**src/logic/ntm_trainer_cfg.svh**
```systemverilog
// NTM trainer dimensions
`ifndef NTM_TRAINER_CFG_SVH
`define NTM_TRAINER_CFG_SVH

//////////////////////////////////////////////////
// Matrix shape
//////////////////////////////////////////////////

// Rows of dW and entries of db
`define NTM_L 4
// Input columns of dW
`define NTM_X 4

//////////////////////////////////////////////////
// Word widths
//////////////////////////////////////////////////

// Signed input sample
`define NTM_DATA_W 16
// Signed sum, wraps at this width
`define NTM_ACC_W 32

`endif

```
**src/logic/ntm_trainer_pkg.sv**
```systemverilog
// NTM trainer shared types
`include "ntm_trainer_cfg.svh"

package ntm_trainer_pkg;

  //////////////////////////////////////////////////
  // Index and data words
  //////////////////////////////////////////////////

  // Row index, l in 0 to L-1
  typedef logic [$clog2(`NTM_L)-1:0] row_t;

  // Column index, x in 0 to X-1
  typedef logic [$clog2(`NTM_X)-1:0] col_t;

  // Wrapping accumulator word
  typedef logic signed [`NTM_ACC_W-1:0] acc_t;

  //////////////////////////////////////////////////
  // Streams
  //////////////////////////////////////////////////

  // One input element from the host
  typedef struct packed {
    logic                          x_valid;
    logic                          d_valid;
    logic signed [`NTM_DATA_W-1:0] data;
  } ntm_sample_t;

  // One result on the output stream
  typedef struct packed {
    logic w_valid;
    logic b_valid;
    row_t row;
    col_t col;
    acc_t value;
  } ntm_grad_t;

endpackage

```
**src/logic/ntm_weight_gradient.sv**
```systemverilog
// Weight gradient accumulator
`timescale 1ns/10ps
`include "ntm_trainer_cfg.svh"

module ntm_weight_gradient (
  input  logic                         CLK,
  input  logic                         RST,
  input  logic                         clear,
  input  logic                         accumulate_en,
  input  ntm_trainer_pkg::ntm_sample_t sample,
  input  ntm_trainer_pkg::row_t        rd_row,
  input  ntm_trainer_pkg::col_t        rd_col,
  output ntm_trainer_pkg::acc_t        rd_value
);

  import ntm_trainer_pkg::*;

  //////////////////////////////////////////////////
  // Storage
  //////////////////////////////////////////////////

  // x(t;x) of the current time step
  logic signed [`NTM_DATA_W-1:0] x_mem [`NTM_X];

  // Next x slot and next d row
  col_t x_ptr;
  row_t d_row;

  // dW(l;x) sums
  acc_t acc [`NTM_L][`NTM_X];

  // d(t;l)·x(t;c) for every column
  acc_t prod [`NTM_X];

  // Accepted strobes
  logic x_wr;
  logic d_wr;

  // Strobes only count inside a pass, clear wins
  assign x_wr = accumulate_en & sample.x_valid & ~clear;
  assign d_wr = accumulate_en & sample.d_valid & ~clear;

  //////////////////////////////////////////////////
  // x register file
  //////////////////////////////////////////////////

  always_ff @(posedge CLK) begin
    if (x_wr) begin
      x_mem[x_ptr] <= sample.data;
    end
  end

  // Position counters, both wrap at the end of the vector
  always_ff @(posedge CLK or posedge RST) begin
    if (RST) begin
      x_ptr <= '0;
      d_row <= '0;
    end else if (clear) begin
      x_ptr <= '0;
      d_row <= '0;
    end else begin
      if (x_wr) begin
        x_ptr <= (x_ptr == col_t'(`NTM_X - 1)) ? '0 : x_ptr + 1'b1;
      end
      if (d_wr) begin
        d_row <= (d_row == row_t'(`NTM_L - 1)) ? '0 : d_row + 1'b1;
      end
    end
  end

  //////////////////////////////////////////////////
  // Outer product row
  //////////////////////////////////////////////////

  // Both operands sign-extended first, product wraps at ACC_W
  always_comb begin
    for (int c = 0; c < `NTM_X; c++) begin
      prod[c] = acc_t'(sample.data) * acc_t'(x_mem[c]);
    end
  end

  // One whole row of dW per d strobe
  always_ff @(posedge CLK or posedge RST) begin
    if (RST) begin
      for (int l = 0; l < `NTM_L; l++) begin
        for (int c = 0; c < `NTM_X; c++) begin
          acc[l][c] <= '0;
        end
      end
    end else if (clear) begin
      for (int l = 0; l < `NTM_L; l++) begin
        for (int c = 0; c < `NTM_X; c++) begin
          acc[l][c] <= '0;
        end
      end
    end else if (d_wr) begin
      for (int c = 0; c < `NTM_X; c++) begin
        acc[d_row][c] <= acc[d_row][c] + prod[c];
      end
    end
  end

  // Combinational read port for the readout unit
  assign rd_value = acc[rd_row][rd_col];

endmodule

```
**src/logic/ntm_bias_gradient.sv**
```systemverilog
// Bias gradient accumulator
`timescale 1ns/10ps
`include "ntm_trainer_cfg.svh"

module ntm_bias_gradient (
  input  logic                         CLK,
  input  logic                         RST,
  input  logic                         clear,
  input  logic                         accumulate_en,
  input  ntm_trainer_pkg::ntm_sample_t sample,
  input  ntm_trainer_pkg::row_t        rd_row,
  output ntm_trainer_pkg::acc_t        rd_value
);

  import ntm_trainer_pkg::*;

  //////////////////////////////////////////////////
  // Storage
  //////////////////////////////////////////////////

  // Row that the next d strobe belongs to
  row_t d_row;

  // db(l) sums
  acc_t acc [`NTM_L];

  // Accepted d strobe, x strobes pass by
  logic d_wr;

  assign d_wr = accumulate_en & sample.d_valid & ~clear;

  // Row counter tracks the weight unit's own counter
  always_ff @(posedge CLK or posedge RST) begin
    if (RST) begin
      d_row <= '0;
    end else if (clear) begin
      d_row <= '0;
    end else if (d_wr) begin
      d_row <= (d_row == row_t'(`NTM_L - 1)) ? '0 : d_row + 1'b1;
    end
  end

  //////////////////////////////////////////////////
  // Sums
  //////////////////////////////////////////////////

  // Sample sign-extended, then a wrapping add
  always_ff @(posedge CLK or posedge RST) begin
    if (RST) begin
      for (int l = 0; l < `NTM_L; l++) begin
        acc[l] <= '0;
      end
    end else if (clear) begin
      for (int l = 0; l < `NTM_L; l++) begin
        acc[l] <= '0;
      end
    end else if (d_wr) begin
      acc[d_row] <= acc[d_row] + acc_t'(sample.data);
    end
  end

  // Combinational read port
  assign rd_value = acc[rd_row];

endmodule

```
**src/logic/ntm_gradient_readout.sv**
```systemverilog
// Gradient pass controller and readout
`timescale 1ns/10ps
`include "ntm_trainer_cfg.svh"

module ntm_gradient_readout (
  input  logic                       CLK,
  input  logic                       RST,
  input  logic                       start,
  input  logic                       finish,
  output logic                       clear,
  output logic                       accumulate_en,
  output ntm_trainer_pkg::row_t      rd_row,
  output ntm_trainer_pkg::col_t      rd_col,
  input  ntm_trainer_pkg::acc_t      w_value,
  input  ntm_trainer_pkg::acc_t      b_value,
  output ntm_trainer_pkg::ntm_grad_t grad,
  output logic                       ready
);

  import ntm_trainer_pkg::*;

  //////////////////////////////////////////////////
  // Pass FSM
  //////////////////////////////////////////////////

  typedef enum logic [2:0] {
    idle,
    accumulate,
    read_w,
    read_b,
    done
  } state_t;

  state_t state;

  // Last read address of each sweep
  logic last_col;
  logic last_row;

  // Registered output fields
  logic w_valid_q;
  logic b_valid_q;
  row_t row_q;
  col_t col_q;
  acc_t value_q;

  assign last_col = (rd_col == col_t'(`NTM_X - 1));
  assign last_row = (rd_row == row_t'(`NTM_L - 1));

  // Start is honoured outside readout only
  assign clear = start & ((state == idle) | (state == accumulate));

  // Strobes open the cycle after start
  assign accumulate_en = (state == accumulate);

  // State and read addresses
  always_ff @(posedge CLK or posedge RST) begin
    if (RST) begin
      state  <= idle;
      rd_row <= '0;
      rd_col <= '0;
    end else begin
      case (state)
        idle: begin
          // A lone finish does nothing here
          if (start) begin
            state <= accumulate;
          end
        end
        accumulate: begin
          if (finish) begin
            // Address (0;0) is presented during the first read cycle
            state  <= read_w;
            rd_row <= '0;
            rd_col <= '0;
          end
        end
        read_w: begin
          // Row-major sweep of dW
          if (last_col) begin
            rd_col <= '0;
            if (last_row) begin
              rd_row <= '0;
              state  <= read_b;
            end else begin
              rd_row <= rd_row + 1'b1;
            end
          end else begin
            rd_col <= rd_col + 1'b1;
          end
        end
        read_b: begin
          if (last_row) begin
            rd_row <= '0;
            state  <= done;
          end else begin
            rd_row <= rd_row + 1'b1;
          end
        end
        done: begin
          state <= idle;
        end
        default: begin
          state <= idle;
        end
      endcase
    end
  end

  //////////////////////////////////////////////////
  // Output register
  //////////////////////////////////////////////////

  // Valid flags and ready, one cycle behind the read address
  always_ff @(posedge CLK or posedge RST) begin
    if (RST) begin
      w_valid_q <= 1'b0;
      b_valid_q <= 1'b0;
      ready     <= 1'b0;
    end else begin
      w_valid_q <= (state == read_w);
      b_valid_q <= (state == read_b);
      // Pulse on the way out of done
      ready     <= (state == done);
    end
  end

  // Result word with its indices
  always_ff @(posedge CLK) begin
    row_q <= rd_row;
    // db entries carry column zero
    col_q   <= (state == read_w) ? rd_col : '0;
    value_q <= (state == read_w) ? w_value : b_value;
  end

  assign grad = '{
    w_valid: w_valid_q,
    b_valid: b_valid_q,
    row:     row_q,
    col:     col_q,
    value:   value_q
  };

endmodule

```
**src/logic/ntm_trainer.sv**
```systemverilog
// NTM trainer gradient core
`timescale 1ns/10ps

module ntm_trainer (
  input  logic                         CLK,
  input  logic                         RST,
  input  logic                         start,
  input  logic                         finish,
  input  ntm_trainer_pkg::ntm_sample_t sample,
  output ntm_trainer_pkg::ntm_grad_t   grad,
  output logic                         ready
);

  import ntm_trainer_pkg::*;

  //////////////////////////////////////////////////
  // Internal wires
  //////////////////////////////////////////////////

  // Pass control from the readout unit
  logic clear;
  logic accumulate_en;

  // Shared read address
  row_t rd_row;
  col_t rd_col;

  // Read data from both gradient units
  acc_t w_value;
  acc_t b_value;

  //////////////////////////////////////////////////
  // Gradient units
  //////////////////////////////////////////////////

  // dW(l;x), both units see the same strobes
  ntm_weight_gradient u_weight (
    .CLK           (CLK),
    .RST           (RST),
    .clear         (clear),
    .accumulate_en (accumulate_en),
    .sample        (sample),
    .rd_row        (rd_row),
    .rd_col        (rd_col),
    .rd_value      (w_value)
  );

  // db(l)
  ntm_bias_gradient u_bias (
    .CLK           (CLK),
    .RST           (RST),
    .clear         (clear),
    .accumulate_en (accumulate_en),
    .sample        (sample),
    .rd_row        (rd_row),
    .rd_value      (b_value)
  );

  //////////////////////////////////////////////////
  // Readout
  //////////////////////////////////////////////////

  // Merges dW then db into one output stream
  ntm_gradient_readout u_readout (
    .CLK           (CLK),
    .RST           (RST),
    .start         (start),
    .finish        (finish),
    .clear         (clear),
    .accumulate_en (accumulate_en),
    .rd_row        (rd_row),
    .rd_col        (rd_col),
    .w_value       (w_value),
    .b_value       (b_value),
    .grad          (grad),
    .ready         (ready)
  );

endmodule

```
**config.mk**
```make
export PLATFORM = sky130hd
export DESIGN_NAME = ntm_trainer
export DESIGN_NICKNAME = d
export VERILOG_FILES = /design/src/logic/ntm_trainer_pkg.sv /design/src/logic/ntm_weight_gradient.sv /design/src/logic/ntm_bias_gradient.sv /design/src/logic/ntm_gradient_readout.sv /design/src/logic/ntm_trainer.sv
export VERILOG_INCLUDE_DIRS = /design/src /design/src/logic
export SDC_FILE = /design/constraint.sdc
export NUM_CORES = 2
export LEC_CHECK = 0
export ABC_AREA = 1
export BUFFER_PORTS_ARGS = -buffer_cell sky130_fd_sc_hd__buf_2
export CAP_MARGIN = 20
export CORE_MARGIN = 5
export CORE_UTILIZATION = 35
export CTS_CLUSTER_DIAMETER = 150
export DETAILED_ROUTE_END_ITERATION = 10
export PLACE_DENSITY_LB_ADDON = 0.1
export SYNTH_ARGS = -nofsm -noshare
export SYNTH_HDL_FRONTEND = slang
export SYNTH_HIERARCHICAL = 1
export SYNTH_SLANG_ARGS = --single-unit
```
**constraint.sdc**
```tcl
create_clock -name CLK -period 17.66 [get_ports CLK]
set_clock_uncertainty 0.15 [all_clocks]
set_input_delay 1.766 -clock CLK [delete_from_list [all_inputs] [get_ports CLK]]
set_output_delay 1.766 -clock CLK [all_outputs]
set_load 0.03 [all_outputs]
```
; Word level (Yosys, flattened, before mapping)
; Memory sizes are Yosys's and may differ from the RTL's.
; Cells that the tools add are included.
[word_totals]
register_bits = 692
latch_bits = 0
mem_bits_rw = 64
romBits = 0
input_bits = 22
out_inout_bits = 39
wordCells = 146
mem_count = 1
[mem_list]
columns = memory, words, word_bits, rd, rd_clocked_by_memory_dff, write_ports, line_no
row1 = u_weight.x_mem, 4, 16, 4, 0, 1, ntm_weight_gradient.sv:23  ; logic signed [`NTM_DATA_W-1:0] x_mem [`NTM_X];
[op_classes]
addsub = 10
mul = 4
div_mod_pow = 0
order_cmp = 6
n_eq_ne = 14
shift = 0
mux = 58
n_bitwise = 11
reduce_logical = 10
[op_table]
columns = operator, n
row1 = 512-bit bitwise mux, 4
row2 = 128-bit demux with 2-bit select, 4
row3 = 512-bit two-way mux, 2
row4 = 128-bit two-way mux, 7
row5 = 128-bit binary-select mux with 2-bit select, 2
row6 = 32-bit two-way mux, 9
row7 = 32-bit binary-select mux with 2-bit select, 3
row8 = 32-bit adder, 4
row9 = 128-bit bitwise mux, 1
row10 = 16-bit by 16-bit multiplier with 32-bit output, 4
row11 = 96-bit two-way mux, 1
row12 = 32-bit demux with 2-bit select, 1
row13 = 64-bit two-way mux, 1
row14 = 32-bit by 16-bit adder with 32-bit output, 1
row15 = 2-bit two-way mux, 13
row16 = 3-bit two-way mux, 5
row17 = "3-bit >= comparator, second input constant", 4
row18 = 2-bit inverter with 3-bit output, 4
row19 = 3-bit case mux with 4 select lines, 1
row20 = "2-bit by 1-bit adder with 2-bit output, second input constant", 5
row21 = "2-bit equality test, second input constant", 5
row22 = "3-bit by 2-bit equality test with 1-bit output, second input constant", 2
row23 = "3-bit by 1-bit less-than comparator with 1-bit output, second input constant", 2
row24 = "2-bit by 1-bit != test with 1-bit output, second input constant", 3
row25 = 16 further kinds, 25

; Logic depth before layout (Yosys ltp)
[logic_depth]
ltp_word = 11
ltp_mapped = 30
ltp_nobuf = 27

; Modules after synthesis
; The synthesis kept the hierarchy.
[modules_own_cells]
columns = module, instances, cells_each, area_per_inst_um2
row1 = ntm_weight_gradient, 1, 9605, 75378.5
row2 = ntm_bias_gradient, 1, 1393, 9042.4
row3 = ntm_gradient_readout, 1, 207, 1702.9

; Worst setup path after synthesis
; No wires, ideal clock.
[synth_path]
kind = input port to flip-flop
startpoint = in sample[15] (netlist name)
endpoint = reg u_weight/acc[379] (netlist name)
arrival_ns = 7.171
required_ns = 17.380
path_slack_ns = 10.209
stages = 25
n_path_buf = 2
cell_sequence = buf_2 -> clkbuf_1 -> nand2_1 -> inv_1 -> fa_1 -> inv_1 -> fa_1 -> inv_1 -> fa_1 -> fa_1 -> fa_1 -> inv_1 -> fa_1 -> inv_1 -> ha_1 -> nand2_2 -> nor2_1 -> inv_1 -> nor2_1 -> nand3_1 -> or2_1 -> nand3_1 -> nand2_1 -> nand3_1 -> o21ai_0
[synth_via]
elab_chain_cells = 8
word_cells_on_any_way = 14
[synth_lines]
columns = item, line_no
row1 = "start, declared", ntm_trainer.sv:9  ; input ntm_trainer_pkg::ntm_sample_t sample,
row2 = 16-bit by 16-bit multiplier with 32-bit output, ntm_weight_gradient.sv:78  ; prod[c] = acc_t'(sample.data) * acc_t'(x_mem[c]);
row3 = 32-bit adder, ntm_weight_gradient.sv:98  ; acc[d_row][c] <= acc[d_row][c] + prod[c];
row4 = 512-bit bitwise mux (3 in a row), ntm_weight_gradient.sv:98
row5 = 512-bit bitwise mux (*), ntm_weight_gradient.sv:98
row6 = 512-bit two-way mux (*), ntm_weight_gradient.sv:96  ; end else if (d_wr) begin
row7 = 512-bit two-way mux (*), ntm_weight_gradient.sv:90  ; end else if (clear) begin
row8 = "end signal, assigned by index", ntm_weight_gradient.sv:98
row9 = "end, declared", ntm_weight_gradient.sv:30  ; acc_t acc [`NTM_L][`NTM_X];
; Mark *: on every way between the ends. The rest lies on a longest branch, timed or not. The select of a mux whose other input is x is not followed.
; A chain may end at the register's enable or synchronous reset.

; Worst setup path after layout
[layout_path]
startpoint = reg u_weight.d_row[0]
endpoint = reg u_weight/acc[117] (netlist name)
[layout_via]
elab_chain_cells = 11
word_cells_on_any_way = 22
[layout_lines]
columns = item, line_no
row1 = "start, declared", ntm_weight_gradient.sv:27  ; row_t d_row;
row2 = "start signal, assigned", ntm_weight_gradient.sv:66  ; d_row <= (d_row == row_t'(`NTM_L - 1)) ? '0 : d_row + 1'b1;
row3 = 2-bit inverter with 3-bit output (implied by the code) (*), ntm_weight_gradient.sv:98
row4 = 128-bit binary-select mux with 2-bit select (tied with other cells), ntm_weight_gradient.sv:98
row5 = 128-bit two-way mux (implied by the code) or 1-bit logical AND (tied branches), ntm_weight_gradient.sv:98
row6 = 128-bit two-way mux (implied by the code), ntm_weight_gradient.sv:98
row7 = 32-bit adder or 128-bit demux with 2-bit select (tied branches), ntm_weight_gradient.sv:98
row8 = 512-bit bitwise mux (3 in a row), ntm_weight_gradient.sv:98
row9 = 512-bit bitwise mux (*), ntm_weight_gradient.sv:98
row10 = 512-bit two-way mux (*), ntm_weight_gradient.sv:96
row11 = 512-bit two-way mux (*), ntm_weight_gradient.sv:90
; Marks and branches as above.

==> summary.txt <==
Detailed routing
  • Vias per inst: 5.20
  • Vias post-DR: 73800
  • First-pass iteration count of the detailed router: 6
  • Drt first-iter violations: 6677
  • WL per Instance: 22.8 um
  • Routed Antenna Nets: 0
  • Final Routed Wirelength: 324 mm
  • Residual DRC count: 0

Synth
  • Cell variety after synth: 55
  • Post-synth EDFFs: 64
  • Avg Cell Area, Syn: around 7.7 um2
  • Syn_nets: 12800
  • Top FF cell, synth: dfrtp_1
  • Post-synth top area cell: fa_1
  • Synth area leaders: fa_1 (27%), dfrtp_1 (19%), nand2_1 (12%)
  • Register area share after synthesis: 22.1%
  • Ys Warns: 6
  • Synth Register Bits: 756
  • Cell count after synthesis: 11200
  • Count leader, synth: nand2_1
  • Post-synth top cells: nand2_1 (2794), inv_1 (2402), fa_1 (1169)
  • Synth Cell Area: 86100 um2
  • FFs w/ async S/R, synth: 86.8%
  • Share of the synthesized area in the top cell type: 27.2%

Clock tree
  • CTS H-tree lvls: 3
  • CTS buffer count: 102
  • Post_cts resized: 0
  • Root Driver: clkbuf_16
  • Clock slew at reported path FFs: approximately 0.06 ns
  • Clock insertion delay at the later pin of the skew report: 0.79 ns
  • CTS Sinks: 756
  • Post-CTS Setup Inserts: 0
  • CTS Buffer Depth: 3
  • Post-CTS Hold Fix Bufs: 0
  • CTS tree: built

Global route
  • GRT overflow: 0
  • First-pass GRT wire length: 491 mm
  • Initial antenna violation count: 9
  • Overall Global Routing Usage: 25.1%
  • Grt met1 use: 36.0%
  • Met3 Use GR: about 3.8%
  • Gr busiest metal: met2
  • Largest net degree at the start of global routing: 159
  • Number of global-route vias before repair: roughly 76000
  • Met2 Use GR: roughly two fifths

Critical path
  • Delay-heaviest family, CP: buffers and inverters
  • CP arrival: between 9 and 10 ns
  • Crit path cell chain: inv_8, buf_4, buf_4, buf_4, o21ai_0, a21oi_1, fa_1, inv_1, fa_1, fa_1, fa_1, inv_1, fa_1, inv_1, ha_1, nand2_1, inv_1, a21boi_0, nor2_1, nor2_1, nand3_1, or2_2, nand3_1, o21ai_0
  • Buf/Inv on CP: 8
  • CP Capture Type: flip-flop
  • Critical path's most frequent cell: fa_1
  • CP max-delay cell: buf_4
  • WP data required: about 18 ns
  • Crit-path max cell delay: 0.76 ns
  • Crit path launch type: flip-flop
  • Critical path class: reg -> reg
  • Crit Path Max Fanout: 130

Finish
  • Area Growth Syn to Fin: 7.56%
  • NumNets Final: approximately 13000
  • Share of layout cells above drive strength 1: under 10%
  • Multi-input combinational cell area: 55700 um2
  • Post-Layout Cell Count: 14200
  • Design area: ~93000 um2
  • Post-layout util: between 30% and 40%
  • Fillers: 25800
  • Register area: 19100 um2

Timing
  • Final period utilization: 52.4%
  • Final-report hold violation count: 0
  • Final min period: 9.25 ns
  • Setup_tns: 0 ns
  • Worst slew pin tran: 1.16 ns
  • Fmax: 108 MHz
  • Slew Limit Fails: 0
  • RSZ-0062 raised after global routing: no
  • Final setup vio count: 0
  • Slew HR: 21.5%

Run
  • Max cap viols: 0

Placed design
  • Gpl congestion: 0.909
  • # port buffers: 60
  • # placed instances: 14000
  • Placed instance area: 89100 um2
  • HPWL Detailed: around 240 mm

Floorplanning
  • Die area: between 200000 and 300000 um2
  • Initial Util: 35.1%
  • Core Box Area: ~250000 um2
  • Die span in y: 506 um
  • Die X: 506 um
  • Site Rows: roughly 180
  • Io pins: 61

Outcome
  • Status: complete, no violations

Min path
  • Hold Path Class: reg -> reg
-- placed cells by master, fill, tap and decap left out, drive strengths merged, types with 3 or more instances in the layout --
master / n
dfrtp: 656
clkinvlp: 6
nand2: 2812
fa: 1169
nand3: 522
nand3b: 38
o221ai: 39
a21boi: 4
a21oi: 718
o22ai: 167
o211ai: 50
ha: 437
xnor2: 40
clkbuf: 146
nand4: 45
o21ai: 801
inv: 2409
a211oi: 5
nor2: 395
xor2: 42
edfxtp: 64
or2: 25
nor3: 42
bufinv: 6
a21o: 7
or3: 3
clkinv: 35
o21bai: 22
buf: 174
diode: 3
dfxtp: 36
a32o: 13
mux2i: 36
-- final timing paths --
check,cells past startpoint,to,from,slack [ns]
max reg2reg,24,u_weight/acc[117],u_weight/d_row[0],8.41
max,24,u_weight/acc[117],u_weight/d_row[0],8.41
min,2,u_weight/acc[317],u_weight/acc[317],0.33
max in group asynchronous,4,u_weight/acc[124],RST,13.98
min reg2reg,2,u_weight/acc[317],u_weight/acc[317],0.33
min in group asynchronous,2,u_readout/w_valid_q,RST,0.91
-- cell families (layout without fill, tap and decap cells) --
group / Yosys count / after routing / synth area share, %
simple gates: 3885 / 3885 / 18.3
buf+inv: 3010 / 2776 / 13.3
compound gates: 1830 / 1830 / 11.5
fa+ha+maj: 1606 / 1606 / 33.5
flops: 756 / 756 / 22.1
xor+xnor: 82 / 82 / 0.860
mux: 36 / 36 / 0.418
other cells: 0 / 3 / 0
-- worst register-to-register path, stage by stage (launching register included) --
cell,delay [ns]
dfrtp_4,0.64
inv_8,0.56
buf_4,0.87
buf_4,0.75
buf_4,0.80
o21ai_0,0.29
a21oi_1,0.48
fa_1,0.51
inv_1,0.09
fa_1,0.44
fa_1,0.50
fa_1,0.55
inv_1,0.05
fa_1,0.47
inv_1,0.06
ha_1,0.35
nand2_1,0.11
inv_1,0.06
a21boi_0,0.27
nor2_1,0.11
nor2_1,0.22
nand3_1,0.17
or2_2,0.35
nand3_1,0.09
o21ai_0,0.11
-- registers in the layout (all words and copies together), names as in the netlist --
signal	count
u_readout/row_q	2
u_bias/acc	128
u_readout/rd_row	2
u_weight/x_mem	64
u_readout/rd_col	2
u_readout/col_q	2
u_bias/d_row	2
u_weight/x_ptr	2
u_weight/d_row	2
u_readout/w_valid_q	1
u_weight/acc	512
u_readout/b_valid_q	1
u_readout/state	3
u_readout/value_q	32
u_readout/ready	1
-- per-stage QoR --
step           setup slack, ns  hold slack [ns]
2_1_floorplan             1.33            0.299
6_report                  8.41            0.333
3_3_place_gp              8.63            0.317
3_5_place_dp              8.57            0.318
4_1_cts                   8.55            0.334
5_1_grt                   8.15            0.339
-- area by class of cell --
type                            instances  area share, %
Sequential cell                       756           20.6
Antenna cell                            3        0.00810
Clock inverter                         42          0.573
Inverter                             2414           9.82
Tap cell                             3220           4.35
Clock buffer                          146           3.18
Multi-Input combinational cell       7439           60.1
Timing Repair Buffer                  174           1.38
-- routing by layer --
layer / part of all wire [%] / vias up
met5: 0.0040 / -
met4: 3.2 / 2
met3: 6.9 / 391
met2: 44 / 2577
met1: 46 / 37200
li1: - / 33600
Power is left out: the tool's default activity adds up to more than one toggle a clock period on the data nets, which glitch-free logic cannot reach.
